==> src/hw/sdlc_rx_config.svh <==
`ifndef SDLC_RX_CONFIG_SVH
`define SDLC_RX_CONFIG_SVH

// bit timing, in clk cycles
`define SDLC_BIT_CLKS 16
`define SDLC_PHASE_W 4      // 2**SDLC_PHASE_W must equal SDLC_BIT_CLKS

// framing
`define SDLC_STUFF_ONES 5   // a 0 after this many ones is stuffing
`define SDLC_FLAG_ONES 6    // a 0 after this many ones closes a flag
`define SDLC_BYTE_W 8

// slicer integrator, signed
`define SDLC_SLICE_W 6

`endif

==> src/hw/sdlc_rx_pkg.sv <==
`default_nettype none

`include "sdlc_rx_config.svh"

package sdlc_rx_pkg;

    // position inside one bit period
    typedef logic [`SDLC_PHASE_W-1:0] phase_t;

    // up/down line integrator
    typedef logic signed [`SDLC_SLICE_W-1:0] slice_acc_t;

    // consecutive ones seen, saturates at the flag length
    typedef logic [2:0] ones_run_t;

    typedef logic [`SDLC_BYTE_W-1:0] rx_byte_t;

endpackage

`default_nettype wire

==> src/hw/clock_recovery.sv <==
`timescale 1ns/1ps
`default_nettype none

`include "sdlc_rx_config.svh"

module clock_recovery (
    input  wire                 clk,
    input  wire                 reset,
    input  wire                 rx_clk,
    output logic                bit_strobe,
    output sdlc_rx_pkg::phase_t phase
);
    import sdlc_rx_pkg::*;

    localparam phase_t HALF = phase_t'(`SDLC_BIT_CLKS / 2);

    logic       rx_clk_meta;
    logic       rx_clk_sync;
    logic       rx_clk_prev;
    logic       rx_rise;
    logic       late;
    logic       early;
    logic [1:0] step;
    logic       carry;
    phase_t     phase_next;

    always_ff @(posedge clk) begin
        if (reset) begin
            rx_clk_meta <= 1'b0;
            rx_clk_sync <= 1'b0;
            rx_clk_prev <= 1'b0;
        end else begin
            rx_clk_meta <= rx_clk;          // first sync stage
            rx_clk_sync <= rx_clk_meta;
            rx_clk_prev <= rx_clk_sync;     // for edge detect
        end
    end

    assign rx_rise = rx_clk_sync & ~rx_clk_prev;

    // edge at phase 0 means we are aligned, leave the counter alone
    assign late  = rx_rise && (phase != '0) && (phase < HALF);
    assign early = rx_rise && (phase >= HALF);

    always_comb begin
        if (late) begin
            step = 2'd0;                    // stretch period to 17
        end else if (early) begin
            step = 2'd2;                    // shorten period to 15
        end else begin
            step = 2'd1;
        end
    end

    assign {carry, phase_next} = {1'b0, phase} + {{(`SDLC_PHASE_W - 1){1'b0}}, step};

    // strobe lands in the cycle the counter shows the new period
    always_ff @(posedge clk) begin
        if (reset) begin
            phase      <= '0;
            bit_strobe <= 1'b0;
        end else begin
            phase      <= phase_next;
            bit_strobe <= carry;
        end
    end

    // a wrap leaves the counter at 0 or 1, far from the next one
    a_strobe_spaced: assert property (
        @(posedge clk) disable iff (reset)
        bit_strobe |=> !bit_strobe
    );

endmodule

`default_nettype wire

==> src/hw/bit_slicer.sv <==
`timescale 1ns/1ps
`default_nettype none

`include "sdlc_rx_config.svh"

module bit_slicer (
    input  wire                      clk,
    input  wire                      reset,
    input  wire                      rx_data,
    input  wire                      bit_strobe,
    input  wire sdlc_rx_pkg::phase_t phase,
    output logic                     bit_valid,
    output logic                     bit_value
);
    import sdlc_rx_pkg::*;

    localparam slice_acc_t ACC_MAX = {1'b0, {(`SDLC_SLICE_W - 1){1'b1}}};
    localparam slice_acc_t ACC_MIN = {1'b1, {(`SDLC_SLICE_W - 1){1'b0}}};

    logic       rx_data_meta;
    logic       rx_data_sync;
    slice_acc_t acc;

    always_ff @(posedge clk) begin
        rx_data_meta <= rx_data;
        rx_data_sync <= rx_data_meta;   // same depth as the rx_clk path
    end

    always_ff @(posedge clk) begin
        if (reset) begin
            acc       <= '0;
            bit_valid <= 1'b0;
        end else begin
            bit_valid <= bit_strobe;
            if (bit_strobe) begin
                acc <= '0;              // restart for the next bit
            end else if (phase != '0) begin
                if (rx_data_sync && (acc != ACC_MAX)) begin
                    acc <= acc + slice_acc_t'(1);
                end else if (!rx_data_sync && (acc != ACC_MIN)) begin
                    acc <= acc - slice_acc_t'(1);
                end
            end
        end
    end

    always_ff @(posedge clk) begin
        if (bit_strobe) begin
            bit_value <= (acc > 0);     // majority of the period
        end
    end

    a_acc_no_wrap: assert property (
        @(posedge clk) disable iff (reset)
        !bit_strobe |=> (acc == $past(acc)) || (acc == $past(acc) + 1) ||
                        (acc == $past(acc) - 1)
    );

endmodule

`default_nettype wire

==> src/hw/hdlc_deframer.sv <==
`timescale 1ns/1ps
`default_nettype none

`include "sdlc_rx_config.svh"

module hdlc_deframer (
    input  wire  clk,
    input  wire  reset,
    input  wire  bit_valid,
    input  wire  bit_value,
    output logic data_valid,
    output logic data_bit,
    output logic flag
);
    import sdlc_rx_pkg::*;

    localparam ones_run_t STUFF_RUN = ones_run_t'(`SDLC_STUFF_ONES);
    localparam ones_run_t FLAG_RUN  = ones_run_t'(`SDLC_FLAG_ONES);

    ones_run_t ones_run;
    logic      pass_bit;
    logic      flag_hit;

    always_comb begin
        pass_bit = 1'b0;
        flag_hit = 1'b0;
        if (bit_valid) begin
            if (bit_value) begin
                pass_bit = (ones_run != FLAG_RUN);  // drop ones past six
            end else if (ones_run == FLAG_RUN) begin
                flag_hit = 1'b1;                    // 01111110 closes here
            end else begin
                pass_bit = (ones_run != STUFF_RUN); // stuffed zero
            end
        end
    end

    always_ff @(posedge clk) begin
        if (reset) begin
            ones_run   <= '0;
            data_valid <= 1'b0;
            flag       <= 1'b0;
        end else begin
            data_valid <= pass_bit;
            flag       <= flag_hit;
            if (bit_valid) begin
                if (!bit_value) begin
                    ones_run <= '0;
                end else if (ones_run != FLAG_RUN) begin
                    ones_run <= ones_run + 1'b1;    // saturate at six
                end
            end
        end
    end

    always_ff @(posedge clk) begin
        if (bit_valid) begin
            data_bit <= bit_value;
        end
    end

    a_flag_or_data: assert property (
        @(posedge clk) disable iff (reset)
        !(flag && data_valid)
    );

endmodule

`default_nettype wire

==> src/hw/byte_assembler.sv <==
`timescale 1ns/1ps
`default_nettype none

`include "sdlc_rx_config.svh"

module byte_assembler (
    input  wire                   clk,
    input  wire                   reset,
    input  wire                   data_valid,
    input  wire                   data_bit,
    input  wire                   flag,
    output sdlc_rx_pkg::rx_byte_t rx_byte,
    output logic                  rx_byte_valid
);
    import sdlc_rx_pkg::*;

    localparam int CNT_W = $clog2(`SDLC_BYTE_W);
    localparam logic [CNT_W-1:0] LAST_BIT = CNT_W'(`SDLC_BYTE_W - 1);

    rx_byte_t         shift_reg;
    logic [CNT_W-1:0] bit_cnt;

    // lsb arrives first, so shift in from the top
    always_ff @(posedge clk) begin
        if (data_valid && !flag) begin
            shift_reg <= {data_bit, shift_reg[`SDLC_BYTE_W-1:1]};
        end
    end

    always_ff @(posedge clk) begin
        if (reset) begin
            bit_cnt       <= '0;
            rx_byte_valid <= 1'b0;
        end else begin
            rx_byte_valid <= 1'b0;
            if (flag) begin
                bit_cnt <= '0;              // resync, drop partial byte
            end else if (data_valid) begin
                if (bit_cnt == LAST_BIT) begin
                    bit_cnt       <= '0;
                    rx_byte_valid <= 1'b1;
                end else begin
                    bit_cnt <= bit_cnt + 1'b1;
                end
            end
        end
    end

    // shift register is complete in the strobe cycle
    assign rx_byte = shift_reg;

endmodule

`default_nettype wire

==> src/hw/sdlc_rx_top.sv <==
`timescale 1ns/1ps
`default_nettype none

module sdlc_rx_top (
    input  wire                   clk,
    input  wire                   reset,
    input  wire                   rx_clk,
    input  wire                   rx_data,
    output sdlc_rx_pkg::rx_byte_t rx_byte,
    output logic                  rx_byte_valid,
    output logic                  rx_flag
);
    import sdlc_rx_pkg::*;

    logic   bit_strobe;
    phase_t phase;
    logic   bit_valid;
    logic   bit_value;
    logic   data_valid;
    logic   data_bit;

    clock_recovery u_clock_recovery (
        .clk        (clk),
        .reset      (reset),
        .rx_clk     (rx_clk),
        .bit_strobe (bit_strobe),
        .phase      (phase)
    );

    bit_slicer u_bit_slicer (
        .clk        (clk),
        .reset      (reset),
        .rx_data    (rx_data),
        .bit_strobe (bit_strobe),
        .phase      (phase),
        .bit_valid  (bit_valid),
        .bit_value  (bit_value)
    );

    hdlc_deframer u_hdlc_deframer (
        .clk        (clk),
        .reset      (reset),
        .bit_valid  (bit_valid),
        .bit_value  (bit_value),
        .data_valid (data_valid),
        .data_bit   (data_bit),
        .flag       (rx_flag)       // also resyncs the byte counter
    );

    byte_assembler u_byte_assembler (
        .clk           (clk),
        .reset         (reset),
        .data_valid    (data_valid),
        .data_bit      (data_bit),
        .flag          (rx_flag),
        .rx_byte       (rx_byte),
        .rx_byte_valid (rx_byte_valid)
    );

endmodule

`default_nettype wire

==> config.mk <==
export PLATFORM = sky130hd
export DESIGN_NAME = sdlc_rx_top
export DESIGN_NICKNAME = d
export VERILOG_FILES = /design/src/hw/sdlc_rx_pkg.sv /design/src/hw/clock_recovery.sv /design/src/hw/bit_slicer.sv /design/src/hw/hdlc_deframer.sv /design/src/hw/byte_assembler.sv /design/src/hw/sdlc_rx_top.sv
export VERILOG_INCLUDE_DIRS = /design/src /design/src/hw
export SDC_FILE = /design/constraint.sdc
export NUM_CORES = 1
export LEC_CHECK = 0
export BUFFER_PORTS_ARGS = -buffer_cell sky130_fd_sc_hd__buf_2
export CORE_MARGIN = 1.5
export CORE_UTILIZATION = 37
export DETAILED_ROUTE_END_ITERATION = 8
export GPL_TIMING_DRIVEN = 1
export SYNTH_ARGS = -nofsm -noshare
export SYNTH_HDL_FRONTEND = slang
export SYNTH_SLANG_ARGS = --single-unit
export TNS_END_PERCENT = 20
==> constraint.sdc <==
create_clock -name clk -period 2.3 [get_ports clk]
set_input_delay 0.46 -clock clk [delete_from_list [all_inputs] [get_ports clk]]
set_output_delay 0.46 -clock clk [all_outputs]
set_load 0.01 [all_outputs]
==> key figures <==
Status
  – Outcome: completed

Yosys
  – Sequential fraction of the synthesis area: 0.517
  – Syn Nets: 163
  – Post-synthesis cell type count: 41
  – Mux contribution to synthesized area: 0.0252
  – Adder-cell share of the synthesized area: 0.112
  – Synth Instances: 146
  – Netlist Area Pre-Place: 1590 µm²
  – Xor and xnor area share after synthesis: 0.0220
  – Largest family of logic cells by synthesized area: simple AND/OR/NAND/NOR gates
  – Synth Area in Simple Gates: 0.164
  – Avg Cell Area, Syn: 10.9 µm²
  – Yosys reg bits: 36
  – Complex-gate fraction of the synthesized area: 0.129
  – Synth warnings: 0

Place
  – Pre-CTS setup slack: -30.7 ps
  – Placed cell count: 209
  – Placer Congestion: 0.876
  – Placed Instance Area: 1730 µm²
  – Dpl hpwl: 1.92 mm
  – PortBufs: 13

Finish
  – Share of layout cells above drive strength 1: 0.220
  – Area of the multi-input gates: 734 µm²
  – Fillers: 390
  – Layout area overhead: 17.2%
  – Most frequent cells in the layout: 26 x dfxtp_1, 13 x buf_2, 11 x nor2_1, 11 x ha_1, 10 x edfxtp_1
  – Register area: 821 µm²
  – Diodes inserted: 0
  – # nets final: 184
  – Final instance area: 1860 µm²
  – Util after Layout: 0.459
  – Post-route insts no fill: 218
  – Most common cell after layout, fill and taps aside: dfxtp_1

STA
  – Final period util: 0.943
  – Slew Viols, Final: 0
  – Fin crit period: 2170 ps
  – Slew Limit Headroom: 0.567
  – Worst Tran Pin Value: 648 ps
  – Total negative slack: 0 ps
  – Final hold vios: 0
  – Final Skew: 4.05 ps
  – Final setup viols: 0
  – Maximum clock frequency: 0.461 GHz
  – Final worst slack: 131 ps
  – Hold Worst Slack: 272 ps

Drt
  – Post-DR wirelength/cell: 11.8 µm
  – DRT Pass-1 Iters: 4
  – Post-DR vias/cell: 5.12
  – Via Count: 1116
  – Final wirelength: 2.57 mm
  – Initial DRC count: 55
  – Post-route ant nets: 0
  – # DRC: 0

Power and ir drop
  – Static leakage: 0.744 nW
  – Worst vdd ir: 0.000468 V
  – Total power: 1.56 mW
  – Power density over cell area: 838 nW/µm²

Clocking
  – CTS buffer count: 5
  – Clk buf depth: 2
  – CTS tree: done
  – Worst-skew pair later-pin latency: 280 ps
  – Clock-pin slew on the worst setup and hold paths: 70 ps
  – CTS sink cnt: 36
  – H-tree lvl count: 2
  – Clock root buffer: clkbuf_8

GRT
  – Grt ovf: 0
  – Total GRT Usage: 0.123
  – Vias in the first global route: 1009
  – Largest net degree at the start of global routing: 20
  – First-pass GRT wire length: 4.13 mm
  – Antenna violations before repair: 0

Floorplan
  – CORE AREA: 4060 µm²
  – # rows: 23
  – Die H: 68.5 µm
  – Initial core utilization: 0.392
  – Die area: 4700 µm²
  – I/O pin total: 14
  – Die Wd: 68.5 µm

Critical path
  – CP endpoint kind: flop
  – Required @ worst endpoint: 2460 ps
  – Worst Setup Start Kind: flop
  – CP top delay family: compound AO/OA/AOI/OAI gates
  – Crit Path Class: flop to flop
  – Worst path cell trace: nand4b_1 -> o21ai_2 -> ha_1 -> a211oi_2 -> o21bai_1 -> a21o_1 -> a221oi_2 -> o311ai_2
  – Critical-path maximum fanout: 3
  – WP data arrival: 2330 ps
  – Delay of the slowest critical-path stage: 310 ps
  – Worst path buffer plus inverter count: 0
  – CP max stage cell: dfxtp_1

Job
  – Maxcap violations: 0

Min path
  – Hold WC Path Type: primary input to flop
-- cell families after synthesis --
logic type               count (synthesis)
flip-flops                              36
buffers and inverters                   11
AO/OA/AOI/OAI                           30
adder cells (fa/ha/maj)                 13
multiplexers                             4
XOR/XNOR                                 4
AND/OR/NAND/NOR                         48
-- area by class of cell --
cell class,instances,share of cell area
Sequential cell,36,0.441
Multi-Input combinational cell,99,0.394
Timing Repair Buffer,19,0.0591
Clock buffer,5,0.0370
Tap cell,50,0.0336
Clock inverter,3,0.0228
Inverter,6,0.0121
-- per-layer routing --
metal,GRT usage,part of all wire,vias to the layer above
met5,0,0,-
met4,0.0825,0.025,0
met3,0.0390,0.039,8
met2,0.198,0.48,19
met1,0.139,0.46,530
li1,-,-,559
-- synthesized netlist by cell type --
cell	n	area (µm²)
dfxtp_1	26	521
ha_1	11	138
nor2_1	11	41.3
edfxtp_1	10	300
nor2b_1	10	62.6
a21oi_1	8	40.0
nor3_1	8	40.0
nand2_1	6	22.5
inv_1	5	18.8
a211oi_1	4	30.0
mux2i_1	4	40.0
o21ai_0	4	20.0
xnor2_1	4	35.0
a21o_1	2	15.0
clkbuf_1	2	7.51
fa_1	2	40.0
nand3_1	2	10.0
nand3b_1	2	15.0
o211ai_1	2	15.0
o21a_1	2	15.0
a211o_1	1	8.76
a21o_2	1	8.76
a221oi_1	1	8.76
a31oi_1	1	6.26
and2_2	1	7.51
and3b_1	1	8.76
and4b_1	1	10.0
buf_1	1	3.75
buf_2	1	5.00
buf_6	1	11.3
inv_2	1	3.75
nand2b_1	1	6.26
nand4b_1	1	8.76
nor3b_1	1	7.51
o21ai_1	1	5.00
o21ai_2	1	8.76
o21bai_1	1	7.51
o311ai_2	1	16.3
or2_2	1	6.26
or3_1	1	6.26
or4_1	1	7.51
-- timing repair --
item                       in CTS  in global routing
resized for setup               1                  4
hold buffers                    0                  0
setup buffers                   0                  1
setup endpoints to repair       1                  2
pin swaps                       0                  2
-- worst paths after layout --
check / from / end / slack, ps / depth (start not counted)
worst min register to register: u_bit_slicer.rx_data_meta$_DFF_P_ / u_bit_slicer.rx_data_sync$_DFF_P_ / 340 / 0
worst min-delay path: rx_data / u_bit_slicer.rx_data_meta$_DFF_P_ / 270 / 1
worst max-delay path: u_bit_slicer.acc[5]$_SDFFE_PP0P_ / u_bit_slicer.acc[5]$_SDFFE_PP0P_ / 130 / 8
worst max register to register: u_bit_slicer.acc[5]$_SDFFE_PP0P_ / u_bit_slicer.acc[5]$_SDFFE_PP0P_ / 130 / 8
-- registers in the layout, summed over array words and instances, names as in the netlist --
name                            cells
u_bit_slicer.acc                    6
u_bit_slicer.bit_valid              1
u_bit_slicer.bit_value              1
u_bit_slicer.rx_data_meta           1
u_bit_slicer.rx_data_sync           1
u_byte_assembler.bit_cnt            3
u_byte_assembler.rx_byte            8
u_byte_assembler.rx_byte_valid      1
u_clock_recovery.bit_strobe         1
u_clock_recovery.phase              4
u_clock_recovery.rx_clk_meta        1
u_clock_recovery.rx_clk_prev        1
u_clock_recovery.rx_clk_sync        1
u_hdlc_deframer.data_bit            1
u_hdlc_deframer.data_valid          1
u_hdlc_deframer.flag                1
u_hdlc_deframer.ones_run            3
-- report_power, final --
part | internal [mW] | switching [mW]
sequential | 0.689 | 0.0244
clock | 0.320 | 0.217
combinational | 0.151 | 0.158
total | 1.16 | 0.399
(Power assumes the default switching activity.)
